`config.mk`:
```
export PLATFORM = sky130hd
export DESIGN_NAME = dotp_collect
export DESIGN_NICKNAME = d
export VERILOG_FILES = /design/src/rtl/dotp_collect.sv
export SDC_FILE = /design/constraint.sdc
export NUM_CORES = 1
export LEC_CHECK = 0
export BUFFER_PORTS_ARGS = -buffer_cell sky130_fd_sc_hd__buf_2
export CORE_MARGIN = 1.5
export CORE_UTILIZATION = 45
export DETAILED_ROUTE_END_ITERATION = 10
export PLACE_DENSITY = 0.79
export SKIP_CTS_REPAIR_TIMING = 1
export SLEW_MARGIN = 10
export SYNTH_ARGS = -nofsm -noshare
export SYNTH_HDL_FRONTEND = slang
export SYNTH_SLANG_ARGS = --single-unit
```
`constraint.sdc`:
```
create_clock -name clk -period 2.1 [get_ports clk]
set_clock_uncertainty 0.1 [all_clocks]
set_input_delay 0.21 -clock clk [delete_from_list [all_inputs] [get_ports clk]]
set_output_delay 0.21 -clock clk [all_outputs]
set_load 0.02 [all_outputs]
```
`src/rtl/dotp_collect.sv`:
```
/*
 * Result collector
 * Captures every lane result when the lanes retire and holds
 * them for bus readback until the next job finishes
 */
`default_nettype none

module dotp_collect #(
   parameter int LANES = 4,
   parameter int WIDTH = 16
) (
   input  logic                   clk,
   input  logic                   rst,
   input  logic [LANES*WIDTH-1:0] lane_res,
   input  logic [LANES-1:0]       lane_valid,
   output logic [LANES*WIDTH-1:0] results,
   output logic                   retire
);

   // ==========================================================================
   // Retire and capture
   // ==========================================================================

   // All lanes run in lockstep, lane 0 speaks for them
   assign retire = lane_valid[0];

   // Holding registers, one word per lane
   for (genvar k = 0; k < LANES; k++) begin : g_hold
      always_ff @(posedge clk or posedge rst) begin
         if (rst) begin
            results[k*WIDTH +: WIDTH] <= '0;
         end else if (retire) begin
            // Readable from the cycle after retire
            results[k*WIDTH +: WIDTH] <= lane_res[k*WIDTH +: WIDTH];
         end
      end
   end

   // Lanes share one issue, so valids never split
   a_valid_agree: assert property (@(posedge clk) disable iff (rst)
      (lane_valid == '0) || (lane_valid == '1));

endmodule

`default_nettype wire

```
Word level (Yosys, flattened, before mapping)

Cells that the tools add are included.

Word-level logic and storage cells: 4
Bits of input ports: 70
Bits in registers: 64
Output and inout port bits: 65

Longest topological paths before layout

Gate-level depths: netlist of the first run.

Word-level depth: 0
Depth in mapped cells: 3
Gate-level depth less buffers: 1

Worst setup path after synthesis of the first run

No wires, ideal clock.

Kind: input to register
From: in lane_valid[0]
To: reg results[0]
Stages: 3
Required time: 1875 ps
Path buffers: 2
Arrival: 816 ps
Path slack: 1059 ps
Path through: buf_6 > buf_12 > mux2_4

RTL lines:

| item                           | line | text |
|---|---|---|
| start: declaration             | 15   | `input logic [LANES-1:0] lane_valid,` |
| end signal: indexed assignment | 34   | `results[k*WIDTH +: WIDTH] <= lane_res[k*WIDTH +: WIDTH];` |
| end: declaration               | 16   | `output logic [LANES*WIDTH-1:0] results,` |

No word-level cell between the ends.

Worst setup path after layout of the first run

From: in lane_valid[0]
To: out retire

RTL lines:

| item             | line | text |
|---|---|---|
| end: declaration | 17   | `output logic retire` |

No word-level cell between the ends.

==> results of run 1 <==
==> metrics by stage <==
stage | power [uW] | area (sq um) | utilization, % | cells
3_5_place_dp | 2090 | 3360 | 59.5 | 335
2_1_floorplan | 1870 | 2690 | - | 137
4_1_cts | 3090 | 3550 | 62.9 | 350
3_3_place_gp | 2070 | 3360 | 59.5 | 335
6_report | 3050 | 3560 | 63.1 | 351
5_1_grt | 3190 | 3560 | 63.1 | 351
==> synth_stat cells <==
library cell | number | area, sq um
mux2_2 | 4 | 45.0
buf_6 | 1 | 11.3
mux2_4 | 60 | 901
inv_1 | 1 | 3.75
buf_12 | 6 | 120
buf_4 | 1 | 7.51
dfrtp_1 | 64 | 1600
==> worst max-delay path, delay by kind of cell <==
kind                   cells  cell delay (ps)
buffers and inverters      3              810
==> per-layer routing <==
metal  global-route usage (%)  part of all wire (%)  vias to the layer above
met5                        0                     0                        -
met4                     11.4                   3.1                        0
met3                     3.52                   6.0                       15
met2                     28.8                    51                       76
met1                     19.4                    40                      821
li1                         -                     -                      753
==> cell usage in the layout, fill, tap and decap left out, drive strengths merged <==
master         n
buf          134
bufinv         1
clkbuf        12
clkinv         1
clkinvlp       1
dfrtp         64
dlygate4sd3    1
inv            1
mux2          64
==> layout make-up <==
class / instances / share of cell area [%]
Timing Repair Buffer: 135 / 20.5
Tap cell: 72 / 2.53
Clock buffer: 12 / 4.08
Clock inverter: 3 / 1.20
Sequential cell: 64 / 45.0
Multi-Input combinational cell: 64 / 26.6
Inverter: 1 / 0.106
==> report_power, final <==
| group | internal, uW | switching [uW] |
|---|---|---|
| Sequential | 1360 | 64.3 |
| Clock | 573 | 416 |
| Combinational | 317 | 323 |
==> how the worst min path moves through the flow <==
| stage | to | cells past startpoint |
|---|---|---|
| finish | results[54] | 2 |
| global placement | results[5] | 2 |
| floorplan | results[0] | 1 |
| detailed placement | results[5] | 2 |
| global route | results[10] | 2 |
| CTS | results[5] | 2 |
==> cell families (layout without fill, tap and decap cells) <==
logic type             after synthesis  after routing  synth area share (%)
multiplexers                        64             64                  35.2
buffers and inverters                9            151                  5.30
flip-flops                          64             64                  59.5
==> metrics.yaml, run 1 <==
critical_path:
  timing.rr.end: "results[38]"
  worstPathArrival_ps: 1030
  cp_slowest_stage_delay_ps: 350
  slowest_stage: "buf_4"
  worstSetupEndpointType: "output port"
  path_cells: "buf_4, buf_12, buf_2"
  rr_startpoint: "results[38]"
  reg2reg_depth: 1
  r2r_slack_ps: 1210
  critPathMaxFanout: 23
  critPathKind: "primary input to output port"
  required_ps: 1790
  crit_end: "retire"
  worstSetupStartpoint: "lane_valid[0]"
  start_kind: "primary input"
power_and_ir_drop:
  p_per_area_nw_per_um2: 857
  p_leak_uw: 0.00190
  peakVddDrop_uv: 405
timing:
  post-route-min-period_ps: 1340
  slew_viol_final: 0
  setup-tns-final_ps: 0
  fmax_ghz: 0.744
  whs_ps: 10.3
  rsz0062_at_grt: "false"
  setup_violations: 0
  final.setup.worst_slack_ps: 755
  relSlewSlack_pct: 65.0
  hold_viol_final: 0
  worstMarginPinSlew_ps: 525
  period_share_pct: 64.0
floorplanning:
  rows: 27
  ios: 135
  die_y_microns: 80.3
  die-area_sq_um: 6450
  core_area_sq_um: 5640
  start_util_pct: 47.7
  die_w_microns: 80.3
logic_synthesis:
  avgSynthCellArea_sq_um: 19.6
  synth_area_sq_um: 2690
  ys_seq_area_share_pct: 59.5
  synth_cell_types: 7
  syn-instance-count: 137
  syn-num-nets: 207
  yosysWarnings: 0
  synth-seq-cells: 64
status:
  status: "complete, no violations"
placement:
  gp_congestion: 0.753
  io_buffers: 131
  dp_hpwl_mm: 3.96
  place_ws_ps: 704
layout:
  multi_input_area_sq_um: 946
  diodes: 0
  largest_register: "results"
  nFillCells: 433
  largest_reg_flops: 64
  seqCellArea_sq_um: 1600
  drive_gt1_share_pct: 76.0
  nets: 345
  syn2layout_area_growth_pct: 32.2
  top_regs: "results x64"
global_route:
  grt_pass1_wl_mm: 8.04
  grt_max_degree: 42
  grt_pass1_vias: 1709
  antenna_found_initial: 0
  grt_overflow: 0
  grtUsageTotal_pct: 17.1
route:
  drt_iter0_markers: 51
  ant_nets: 0
  routedWlPerCell_microns: 15.4
  routed_wl_mm: 5.40
  drc_errors: 0
  first_pass_iters: 4
  dr_total_vias: 1665
  viasPerCell: 4.74
run:
  drv_cap: 0
clocking:
  clock_path_buffers: 2
  cts_tree: "built"
  cts_root_buffer: "clkbuf_8"
  h-tree-depth: 3
  numCtsBuffers: 9
  path_clk_slew_ps: 60
  clkSinkCount: 64
  clkLatencyLatePin_ps: 320
min_path:
  hold_path_startpoint: "lane_res[54]"
  hold_class: "primary input to flop"
(Power assumes the default switching activity.)
==> run 2, diff against run 1 <==
--- a/config.mk
+++ b/config.mk
@@ -7,9 +7,9 @@
 export LEC_CHECK = 0
 export BUFFER_PORTS_ARGS = -buffer_cell sky130_fd_sc_hd__buf_2
 export CORE_MARGIN = 1.5
-export CORE_UTILIZATION = 45
+export CORE_UTILIZATION = 41
 export DETAILED_ROUTE_END_ITERATION = 10
-export PLACE_DENSITY = 0.79
+export PLACE_DENSITY = 0.76
 export SKIP_CTS_REPAIR_TIMING = 1
 export SLEW_MARGIN = 10
 export SYNTH_ARGS = -nofsm -noshare
==> constraint.sdc (replaced) <==
create_clock -name clk -period 1.2 [get_ports clk]
set_clock_uncertainty 0.1 [all_clocks]
set_input_delay 0.12 -clock clk [delete_from_list [all_inputs] [get_ports clk]]
set_output_delay 0.12 -clock clk [all_outputs]
set_load 0.02 [all_outputs]
==> run 2 against run 1 <==
Global-route usage down 1.5 points. Routed wire length up 24%. Via count up 15%. Worst hold slack better by 46 ps. Setup slack worse by 670 ps. Register-to-register slack worse by 900 ps. Non-clock buffer count up 67. Sequential cell count unchanged. Final area up 20%. First-iteration DRC count down 7.8%. Clock power up 110%. Total power up 92%. Critical path type is now flop to output port. Largest power group unchanged. Highest routed layer unchanged.
==> metrics.yaml, run 2 (same netlist as run 1, synthesis figures left out) <==
layout:
  nets: 412
  final_common_cell: "buf_2"
  largest_reg_flops: 64
  utilization_pct: 67.5
  diodes: 0
  final_cell_area_sq_um: 4290
  top_regs: "results x64"
  syn2layout_area_growth_pct: 59.3
  largest_register: "results"
  layout_common_cells: "130 x buf_2, 65 x dlygate4sd3_1, 64 x dfrtp_1"
  drive_gt1_share_pct: 62.8
clocking:
  cts_tree: "built"
  path_clk_slew_ps: 70
  numCtsBuffers: 9
  clkLatencyLatePin_ps: 320
  clock_path_buffers: 2
  h-tree-depth: 3
  cts_root_buffer: "clkbuf_8"
  clkSinkCount: 64
global_route:
  grt_pass1_wl_mm: 8.41
  grt_pass1_vias: 1709
  grt_overflow: 0
  antenna_found_initial: 0
  grtUsageTotal_pct: 15.6
  grt_max_degree: 33
timing:
  fmax_ghz: 0.897
  setup-tns-final_ps: 0
  slew_viol_final: 0
  hold_viol_final: 0
  period_share_pct: 92.9
  relSlewSlack_pct: 84.9
  worstMarginPinSlew_ps: 226
  setup_violations: 0
  rsz0062_at_grt: "false"
  post-route-min-period_ps: 1110
placement:
  gp_congestion: 0.702
  io_buffers: 131
  place_area_sq_um: 3400
  dp_hpwl_mm: 3.93
critical_path:
  required_ps: 980
  path_cells: "buf_2"
  cp_slowest_stage_delay_ps: 400
  critPathMaxFanout: 2
  path_delay_family: "flip-flops"
  slowest_stage: "dfrtp_1"
  start_kind: "flop"
  r2r_slack_ps: 310
  worstSetupEndpointType: "output port"
  critPathKind: "flop to output port"
  cp_num_buf_inv: 1
  worstPathArrival_ps: 890
power_and_ir_drop:
  p_per_area_nw_per_um2: 1370
  peakVddDrop_uv: 819
  p_leak_uw: 0.00221
floorplanning:
  die_w_microns: 84
  die-area_sq_um: 7060
  rows: 29
  start_util_pct: 42.4
  die_y_microns: 84
  core_area_sq_um: 6350
  ios: 135
run:
  drv_cap: 0
min_path:
  hold_class: "primary input to flop"
route:
  dr_total_vias: 1909
  first_pass_iters: 4
  routedWlPerCell_microns: 15.7
  ant_nets: 0
  routed_wl_mm: 6.67
  drc_errors: 0
  drt_iter0_markers: 47
  viasPerCell: 4.50
status:
  status: "complete, no violations"
-- run 2: changes by cell type in the layout (fill, tap and decap cells not counted), sizes merged --
cell / delta
bufinv: +1
buf: +3
clkinv: +2
inv: -1
clkbuf: -1
dlygate4sd3: +64
-- run 2: area by class of cell --
| type | count | area (sq um) |
|---|---|---|
| Clock inverter | 5 | 78.8 |
| Tap cell | 77 | 96.3 |
| Timing Repair Buffer | 202 | 1400 |
| Multi-Input combinational cell | 64 | 946 |
| Inverter | 1 | 7.51 |
| Clock buffer | 11 | 151 |
| Fill cell | 428 | 2060 |
| Sequential cell | 64 | 1600 |
-- run 2: stage by stage --
stage / instances / setup slack (ps) / hold WS, ps / power (uW)
2_1_floorplan: 137 / 249 / 151 / 3270
3_3_place_gp: 343 / 138 / -36.7 / 3630
3_5_place_dp: 343 / 126 / -33.1 / 3660
4_1_cts: 359 / 68.0 / -398 / 5750
5_1_grt: 424 / 46.9 / 50.3 / 6140
6_report: 424 / 85.4 / 56.7 / 5870
-- run 2: report_power, final --
part / switching (uW) / internal, uW / leakage [uW]
logic: 611 / 702 / 0.00135
clock network: 783 / 1280 / 0.000119
registers: 120 / 2370 / 0.000748
-- run 2: layer usage --
metal  track usage [%]  up-vias  part of all wire (%)
li1                  -      886                     -
met3              4.95       14                   6.0
met4              7.75        0                   2.1
met2              23.5       96                    52
met1              20.4      913                    40
met5                 0        -                     0
-- run 2: worst paths after layout --
| path | startpoint | to | cells past startpoint |
|---|---|---|---|
| setup reg to reg | results[43] | results[43] | 1 |
| hold / removal | lane_valid[0] | results[25] | 2 |
| hold reg to reg | results[59] | results[59] | 1 |
| max in group asynchronous | rst | results[54] | 4 |
| setup / recovery | results[41] | results[41] | 1 |
| min in group asynchronous | rst | results[5] | 3 |
