### src/rtl/dotp_pkg.sv
/*
 * Dot-product accelerator shared definitions
 * Bus word types, default sizes and the register address map
 */
`default_nettype none

package dotp_pkg;

   // ==========================================================================
   // Default sizes
   // ==========================================================================

   // Operand and result width
   localparam int DATA_W = 16;
   // Lanes built by default, 16 at most so operands fit below CTRL_ADR
   localparam int N_LANES = 4;
   // Operands per lane, fixed by the adder tree shape
   localparam int N_OPS = 8;
   // Issue to retire, one cycle per pipeline register
   localparam int LANE_LATENCY = 4;

   // Wishbone word and word address
   typedef logic [31:0] wb_data_t;
   typedef logic [7:0]  wb_adr_t;

   // ==========================================================================
   // Address map
   // ==========================================================================

   // Operand i of lane k at OPS_BASE + k*8 + i
   localparam wb_adr_t OPS_BASE = 8'h00;
   // Write bit 0 starts, read bit 0 busy and bit 1 done
   localparam wb_adr_t CTRL_ADR = 8'h80;
   // Result of lane k at RES_BASE + k
   localparam wb_adr_t RES_BASE = 8'h90;

endpackage

`default_nettype wire

### src/rtl/dotp_lane.sv
/*
 * One dot-product lane
 * Four pipelined stages sum the products of adjacent operand pairs,
 * truncated to WIDTH, with a matching valid delay line
 */
`default_nettype none

module dotp_lane #(
   parameter int WIDTH = 16
) (
   input  logic                             clk,
   input  logic                             rst,
   input  logic                             issue,
   input  logic [dotp_pkg::N_OPS*WIDTH-1:0] ops,
   output logic [WIDTH-1:0]                 lane_res,
   output logic                             lane_valid
);
   import dotp_pkg::*;

   // Pairs multiplied per lane
   localparam int N_PROD = N_OPS / 2;

   logic [WIDTH-1:0]                  in_r   [N_OPS];
   logic [WIDTH-1:0]                  prod_r [N_PROD];
   logic [WIDTH-1:0]                  add_r  [N_PROD/2];
   logic [WIDTH-1:0]                  sum_r;
   logic [LANE_LATENCY-1:0]           vld_sr;
   logic [$clog2(LANE_LATENCY+1)-1:0] age;

   // ==========================================================================
   // Datapath, overflow dropped at every stage
   // ==========================================================================

   always_ff @(posedge clk) begin
      // Stage 1 input capture
      for (int i = 0; i < N_OPS; i++) begin
         in_r[i] <= ops[i*WIDTH +: WIDTH];
      end
      // Stage 2 pair products 0*1, 2*3, 4*5, 6*7
      for (int i = 0; i < N_PROD; i++) begin
         prod_r[i] <= in_r[2*i] * in_r[2*i+1];
      end
      // Stage 3 first adder level
      for (int i = 0; i < N_PROD/2; i++) begin
         add_r[i] <= prod_r[2*i] + prod_r[2*i+1];
      end
      // Stage 4 final sum
      sum_r <= add_r[0] + add_r[1];
   end

   assign lane_res = sum_r;

   // Valid follows issue through the same number of stages
   always_ff @(posedge clk or posedge rst) begin
      if (rst) begin
         vld_sr <= '0;
      end else begin
         vld_sr <= {vld_sr[LANE_LATENCY-2:0], issue};
      end
   end

   assign lane_valid = vld_sr[LANE_LATENCY-1];

   // Cycles since reset, saturates once the pipe is primed
   always_ff @(posedge clk or posedge rst) begin
      if (rst) begin
         age <= '0;
      end else if (age != LANE_LATENCY) begin
         age <= age + 1'b1;
      end
   end

   a_lane_lat: assert property (@(posedge clk) disable iff (rst)
      (age == LANE_LATENCY) |-> lane_valid == $past(issue, LANE_LATENCY));

endmodule

`default_nettype wire

### config.mk
export PLATFORM = sky130hd
export DESIGN_NAME = dotp_lane
export DESIGN_NICKNAME = d
export VERILOG_FILES = /design/src/rtl/dotp_pkg.sv /design/src/rtl/dotp_lane.sv
export SDC_FILE = /design/constraint.sdc
export NUM_CORES = 1
export LEC_CHECK = 0
export BUFFER_PORTS_ARGS = -buffer_cell sky130_fd_sc_hd__buf_2
export CAP_MARGIN = 20
export CORE_ASPECT_RATIO = 1.4
export CORE_MARGIN = 2
export CORE_UTILIZATION = 40
export CTS_BUF_LIST = sky130_fd_sc_hd__clkbuf_16
export DETAILED_ROUTE_END_ITERATION = 6
export RECOVER_POWER = 25
export SLEW_MARGIN = 20
export SYNTH_ARGS = -nofsm -noshare
export SYNTH_HDL_FRONTEND = slang
export SYNTH_SLANG_ARGS = --single-unit
### constraint.sdc
create_clock -name clk -period 12 [get_ports clk]
set_clock_uncertainty 0.1 [all_clocks]
set_input_delay 0.6 -clock clk [delete_from_list [all_inputs] [get_ports clk]]
set_output_delay 0.6 -clock clk [all_outputs]
set_load 0.005 [all_outputs]
=== Yosys cells after proc, flatten, opt, wreduce, memory -nomap -nowiden ===
Memories as Yosys holds them, arrays and structs flattened.
Index checks and enable logic that the tools add are counted.

* $add $sub $neg: 3
* Multipliers: 4

{| class="wikitable"
|+ Operator list
! operator !! number
|-
| multiplier 16 x 16 -> 16 bit || 4
|-
| adder 16 bit || 3
|}

* Flip-flop bits (word level): 20
* Bits in writable memories: 224
* Input port bits: 131
* Word-level logic and storage cells: 12
* Memories kept: 3

{| class="wikitable"
|+ Memory list
! name !! depth !! bits a word !! read ports !! clocked after memory_dff !! write ports !! RTL line !! text
|-
| in_r || 8 || 16 || 8 || 0 || 8 || dotp_lane.sv:23 || <nowiki>logic [WIDTH-1:0] in_r [N_OPS];</nowiki>
|-
| prod_r || 4 || 16 || 4 || 0 || 4 || dotp_lane.sv:24 || <nowiki>logic [WIDTH-1:0] prod_r [N_PROD];</nowiki>
|-
| add_r || 2 || 16 || 2 || 0 || 2 || dotp_lane.sv:25 || <nowiki>logic [WIDTH-1:0] add_r [N_PROD/2];</nowiki>
|}

=== Longest topological paths before layout ===
Gate-level depths: netlist (run 1).

* Depth in word-level cells: 1
* Mapped depth: 22

=== Least setup slack after synthesis (run 1) ===
OpenSTA, ideal clock, no wires.

* Kind: register -> register
* Start: mem in_r[3][1], in the netlist in_r[0][49]
* End: mem prod_r[1][15]
* Setup time: 0.118 ns
* Arrival time: 4.952 ns
* Required time: 11.782 ns
* Path slack: 6.830 ns
* Cell stages (with the launch flop): 17
* Path buffers: 1
* Clock period less this slack: 5.170 ns
* Cells stage by stage: dfxtp_1 clkbuf_1 nand2_1 fa_1 fa_1 fa_1 inv_1 fa_1 fa_1 inv_1 fa_1 inv_1 ha_1 or3_1 or3_1 a21oi_2 xnor2_1

{| class="wikitable"
|+ RTL lines
! item !! RTL line
|-
| start, declared || dotp_lane.sv:23
|-
| end, declared || dotp_lane.sv:24
|}

==> results of run 1 <==
## metal layers
| metal | share of wire, % | global-route usage (%) |
|---|---|---|
| met4 | 4.5 | 7.968 |
| met2 | 54 | 35.41 |
| met5 | 0 | 0 |
| met3 | 3.6 | 1.891 |
| met1 | 38 | 20.75 |
## stage by stage
stage	cells	setup WS, ns	cell area [um2]
final	3381	6.469	26260
after CTS	3380	6.482	26260
after floorplan	2385	6.830	22670
after global routing	3380	6.191	26260
after detailed placement	3208	6.499	24100
after global placement	3208	6.579	24100
## cell type report
cell class | count | area (um2)
inverters | 458 | 1719
diodes | 1 | 2.502
multi-input cells | 1624 | 15820
clock buffers | 29 | 725.7
flip-flops and latches | 244 | 4905
well taps | 735 | 919.6
clock inverters | 23 | 235.2
repair buffers | 267 | 1934
fillers | 5374 | 29930
## kinds of logic after synthesis
| kind of cell | after synthesis | synth area share [%] |
|---|---|---|
| simple gates | 680 | 14.84 |
| fa+ha+maj | 564 | 41.83 |
| buf+inv | 517 | 8.567 |
| flops | 244 | 21.64 |
| xor+xnor | 192 | 7.418 |
| compound gates | 185 | 5.580 |
| mux | 3 | 0.1325 |
## cell usage after synthesis, drive strengths merged (10+ instances only)
cell type / count / area share [%]
and2: 266 / 7.3
clkbuf: 58 / 0.96
xnor2: 148 / 5.7
o21ai: 30 / 0.66
fa: 323 / 29
a21o: 25 / 0.83
inv: 458 / 7.6
o21a: 23 / 0.76
nand2: 305 / 5.1
xor2: 44 / 1.7
dfxtp: 240 / 21
nor2: 45 / 0.75
a21oi: 59 / 1.4
nor2b: 15 / 0.41
ha: 241 / 13
nand2b: 13 / 0.36
nor3: 10 / 0.22
## sequential cells by signal, indices dropped and copies added (netlist names)
| register | count |
|---|---|
| lane_res | 16 |
| add_r | 32 |
| prod_r | 64 |
| vld_sr | 4 |
| in_r | 128 |
## report_power, final
group / switching, uW / leakage [uW] / internal, uW / total, uW
logic: 2590 / 0.0102 / 2200 / 4790
registers: 150 / 0.00207 / 1090 / 1240
clock network: 379 / 0.000463 / 512 / 891
## how the worst max path moves through the flow
stage	startpoint	to	slack, ns	cells after the start
after floorplan	in_r[0][49]	prod_r[1][15]	6.83	16
after global placement	in_r[0][49]	prod_r[1][15]	6.58	15
after detailed placement	in_r[0][49]	prod_r[1][15]	6.50	15
after CTS	in_r[1][49]	prod_r[3][14]	6.48	18
after global routing	in_r[1][49]	prod_r[3][14]	6.19	18
final	in_r[1][49]	prod_r[3][14]	6.47	18
==> qor.txt, run 1 <==
Status: completed
Worst path required time: 12.40 ns
Fin. max-slew vios: 0
# setup viols final: 0
Reg clk slew, reported paths: 0.06 ns
Final HPWL DP: 41470 um
Crit path top cell by count: fa_1
Fin Setup TNS: 0 ns
Hold crit path type: in2reg
Port Buffer Count: 147
Cell Rows: 103
FF-to-FF setup slack: 6.47 ns
Pwr per Cell Area: 263.8 nW/um2
Commonest non-fill, non-tap cell in the layout: inv_1
Avg Cell Area, Syn: 9.504 um2
Nets@finish: 3319
Hold wc startpoint: ops[50]
Largest net degree at the start of global routing: 17
Worst hold slack: 0.03957 ns
Reg2reg end: prod_r[3][14]
Wire per inst: 15.67 um
Die Height: 285.7 um
Remaining antenna violation count: 0
Ys async rst share: 1.639%
# hold bufs at CTS: 120
Cells after Synth: 2385
Crit path DAT: 5.93 ns
Vias per cell: 4.754
Die Footprint: 58620 um2
Crit-path max FO: 15
Clock tree buffer depth: 3
R2R depth: 18
Horiz. Die Dim: 205.2 um
CP top delay family: adder cells
Core area: 56190 um2
CTS H-tree depth: 1
Clk root buf: clkbuf_16
DR vias: 16074
Gr usage total: 18.61%
1st-iter DRT viols: 490
Antenna violations before repair: 0
CP max stage cell: dfxtp_1
Post_cts resized: 0
GRT Residual Overflow: 0
Postcts setup bufs: 0
Peak supply drop: 0.2016 mV
I/O pins: 148
Seq cells post-synth: 244
Post-synth EDFFs: 0
Pre-Repair DR Iteration Count: 5
Hold depth: 1
Final hold vios: 0
Final worst path period share: 46.09%
Gp weighted congestion: 0.8771
Register area share after synthesis: 21.64%
P&R area growth vs syn: 15.86%
Worst setup SP type: register
Drt total wl: 52990 um
LEAKAGE: 0.01273 uW
Worst setup EP type: register
Total power: 6927 uW
Max cap viols: 0
First-pass GRT wire length: 86620 um
Final core occ: 46.74%
RSZ-0062 raised after global routing: no
Critical Path Max Stage Delay: 0.69 ns
Fraction of layout cells with a size suffix above 1: 7.750%
Net Count, Synth: 3080
Post-synth cell types: 59
Synth Cell Area: 22670 um2
Crit-path cells: nand2_1 -> fa_1 -> fa_1 -> fa_1 -> fa_1 -> inv_1 -> fa_1 -> inv_1 -> fa_1 -> inv_1 -> ha_1 -> and3_1 -> nand2_1 -> nand2_1 -> a21oi_1 -> o21ai_0 -> a21oi_1 -> xnor2_1
Reg-to-Reg Start: in_r[1][49]
Buf/Inv on CP: 3
Latest clock arrival within the worst-skew pair: 0.58 ns
Hold path endpoint: in_r[0][50]
Ys Warns: 0
Commonest cells after routing, fill and taps aside: inv_1 (460), fa_1 (323), nand2_1 (305)
Slew HR: 55.06%
Period minus WS final: 5.531 ns
# clock sinks: 244
Vias in the first global route: 17575
Main synth FF type: dfxtp_1
CTS Buf Count: 29
CTS tree: done
Initial Util: 40.34%
Peak Freq: 180.8 MHz
DRC Markers: 0
Setup Crit Path Kind: reg2reg
Slew @ Worst Pin: 0.6732 ns
No activity file was read; power rests on OpenSTA's default activity.
==> inputs of run 2 (changes only) <==
- ABC_AREA: default -> 1
- clock period: 12 -> 5.8 ns (I/O delays scaled with it)
==> run 2 against run 1 <==
Critical path depth increased by 1. Global-route usage barely moved. First-iteration DRC count increased by 11%. Setup slack worse by 6.0 ns. Wire length rose by 3.8%. Core utilization shrank 0.43 points. Critical endpoint is now prod_r[1][15].
==> qor.txt, run 2 <==
I/O pins: 148 (unchanged)
Worst path required time: 6.17 ns (was 12.40 ns)
Antenna violations before repair: 1 (was 0)
Period minus WS final: 5.335 ns (was 5.531 ns)
Synth area leaders: fa_1 (27%), dfxtp_1 (20%), inv_1 (13%) (was fa_1 (29%), dfxtp_1 (21%), ha_1 (13%))
Peak Freq: 187.4 MHz (was 180.8 MHz)
Crit path top cell by count: fa_1 (unchanged)
# diodes: 0 (was 1)
Hold crit path type: in2reg (unchanged)
Commonest cells after routing, fill and taps aside: inv_1 (820), nand2_1 (811), fa_1 (323) (was inv_1 (460), fa_1 (323), nand2_1 (305))
Worst hold slack: 0.2469 ns (was 0.03957 ns)
First-pass GRT wire length: 92660 um (was 86620 um)
Pwr per Cell Area: 501.1 nW/um2 (was 263.8 nW/um2)
Clk root buf: clkbuf_16 (unchanged)
Net Count, Synth: 3688 (was 3080)
LEAKAGE: 0.01602 uW (was 0.01273 uW)
Synth Cell Area: 23960 um2 (was 22670 um2)
Critical Path Max Stage Delay: 0.71 ns (was 0.69 ns)
Largest registers: in_r x128, prod_r x64, add_r x32 (unchanged)
Ys async rst share: 1.639% (unchanged)
GRT Residual Overflow: 0 (unchanged)
Horiz. Die Dim: 210.9 um (was 205.2 um)
Register area share after synthesis: 20.47% (was 21.64%)
RSZ-0062 raised after global routing: no (unchanged)
Die Footprint: 61910 um2 (was 58620 um2)
Gr usage total: 18.61% (about the same)
Crit-path max FO: 15 (unchanged)
Final hold vios: 0 (unchanged)
CTS H-tree depth: 1 (unchanged)
Initial Util: 40.24% (was 40.34%)
Worst setup SP type: register (unchanged)
Nets@finish: 3928 (was 3319)
DRC Markers: 0 (unchanged)
Max cap viols: 0 (unchanged)
Slew @ Worst Pin: 0.7599 ns (was 0.6732 ns)
Pre-Repair DR Iteration Count: 7 (was 5)
DR vias: 18221 (was 16074)
Wire per inst: 13.72 um (was 15.67 um)
Main synth FF type: dfxtp_1 (unchanged)
CTS tree: done (unchanged)
Peak supply drop: 0.3221 mV (was 0.2016 mV)
Synth top cells by count: inv_1 (816), nand2_1 (811), fa_1 (323) (was inv_1 (458), fa_1 (323), nand2_1 (305))
Crit-path cells: nand2_1 -> fa_1 -> fa_1 -> fa_1 -> fa_1 -> inv_1 -> fa_1 -> inv_1 -> fa_1 -> inv_1 -> ha_1 -> nand2_1 -> nor3_1 -> nand2_1 -> o2111ai_1 -> a31oi_1 -> inv_1 -> nand3_1 -> nand2_1 (was nand2_1 -> fa_1 -> fa_1 -> fa_1 -> fa_1 -> inv_1 -> fa_1 -> inv_1 -> fa_1 -> inv_1 -> ha_1 -> and3_1 -> nand2_1 -> nand2_1 -> a21oi_1 -> o21ai_0 -> a21oi_1 -> xnor2_1)
Drt total wl: 54990 um (was 52990 um)
Die Height: 293.6 um (was 285.7 um)
1st-iter DRT viols: 545 (was 490)
Status: completed (unchanged)
Cells after Synth: 2993 (was 2385)
Number of flip-flops in the largest register: 128 (unchanged)
Fraction of layout cells with a size suffix above 1: 7.624% (was 7.750%)
Final worst path period share: 91.98% (was 46.09%)
Latest clock arrival within the worst-skew pair: 0.57 ns (was 0.58 ns)
Crit path DAT: 5.70 ns (was 5.93 ns)
Slew HR: 49.27% (was 55.06%)
# clock sinks: 244 (unchanged)
Remaining antenna violation count: 0 (unchanged)
Ys Warns: 0 (unchanged)
Avg Cell Area, Syn: 8.006 um2 (was 9.504 um2)
Vias in the first global route: 19349 (was 17575)
CP max stage cell: dfxtp_1 (unchanged)
Largest reg by FF count: in_r (unchanged)
Worst setup EP type: register (unchanged)
Largest net degree at the start of global routing: 18 (was 17)
Postcts setup bufs: 0 (unchanged)
Seq cells post-synth: 244 (unchanged)
Core area: 59550 um2 (was 56190 um2)
Post-synth cell types: 43 (was 59)
Yosys top cell area share: 26.98% (was 28.53%)
Commonest non-fill, non-tap cell in the layout: inv_1 (unchanged)
Fin Setup TNS: 0 ns (unchanged)
Gp weighted congestion: 0.8802 (was 0.8771)
Cell Rows: 106 (was 103)
Clock tree buffer depth: 3 (unchanged)
# hold bufs at CTS: 131 (was 120)
Post_cts resized: 0 (unchanged)
Fin. max-slew vios: 0 (unchanged)
Post-synth EDFFs: 0 (unchanged)
CTS Buf Count: 28 (was 29)
Most instantiated library cell after synthesis: inv_1 (unchanged)
FILL cells: 5875 (was 5374)
Reg clk slew, reported paths: 0.06 ns (about the same)
# setup viols final: 0 (unchanged)
Area leader, netlist: fa_1 (unchanged)
P&R area growth vs syn: 15.10% (was 15.86%)
Vias per cell: 4.545 (was 4.754)
Port Buffer Count: 147 (unchanged)
Setup Crit Path Kind: reg2reg (unchanged)
Final HPWL DP: 44020 um (was 41470 um)
## run 2: cell families (layout without fill, tap and decap cells)
kind of cell             count (synthesis)  count (layout)  share of synthesized area (%)
AND/OR/NAND/NOR                        978             978                          16.34
buffers and inverters                  910            1170                          14.72
adder cells (fa/ha/maj)                564             564                          39.57
flip-flops                             244             244                          20.47
AO/OA/AOI/OAI                          162             162                          3.843
XOR/XNOR                               135             135                          5.060
## run 2: per-stage QoR
| stage | cells | power [uW] | area, um2 | util (%) | setup WS, ns |
|---|---|---|---|---|---|
| global placement | 3828 | 12010 | 25340 | 42.56 | 0.5288 |
| floorplan | 2993 | 9763 | 23960 | - | 0.7646 |
| global route | 4009 | 15530 | 27580 | 46.31 | 0.1614 |
| CTS | 4009 | 14040 | 27580 | 46.31 | 0.4506 |
| detailed placement | 3828 | 12090 | 25340 | 42.56 | 0.4525 |
| finish | 4009 | 13820 | 27580 | 46.31 | 0.4649 |
## run 2: cell type report
| class | count | area, um2 | share of cell area [%] |
|---|---|---|---|
| clock inverters | 21 | 198.9 | 0.7213 |
| flip-flops and latches | 244 | 4905 | 17.78 |
| well taps | 756 | 945.9 | 3.430 |
| multi-input cells | 1839 | 15530 | 56.31 |
| inverters | 824 | 3093 | 11.21 |
| clock buffers | 29 | 725.7 | 2.631 |
| repair buffers | 296 | 2182 | 7.912 |
## run 2: path summary, 6_finish.rpt
path                              from             to  slack [ns]  cells after the start
max in group asynchronous          rst      vld_sr[0]        4.86                      4
setup / recovery           in_r[0][49]  prod_r[1][15]        0.46                     19
min in group asynchronous          rst      vld_sr[3]        0.60                      4
hold / removal                 ops[97]    in_r[1][33]        0.25                      2
setup reg to reg           in_r[0][49]  prod_r[1][15]        0.46                     19
hold reg to reg              vld_sr[0]      vld_sr[1]        0.26                      0
## run 2: worst max-delay path: cells and delay by family, from the launching register on
family	cells	cell delay, ns
simple gates	6	0.53
buf+inv	4	0.21
fa+ha+maj	7	3.38
compound gates	2	0.32
flops	1	0.71
## run 2: metal layers
layer	global-route usage (%)	share of wire [%]
met2	36.46	54
met4	6.046	3.1
met1	20.68	39
met5	0	0
met3	1.985	3.1
## run 2: power breakdown
part           internal [uW]  switching, uW
logic                   3920           5560
clock network           1040            735
registers               2250            311
total                   7210           6610
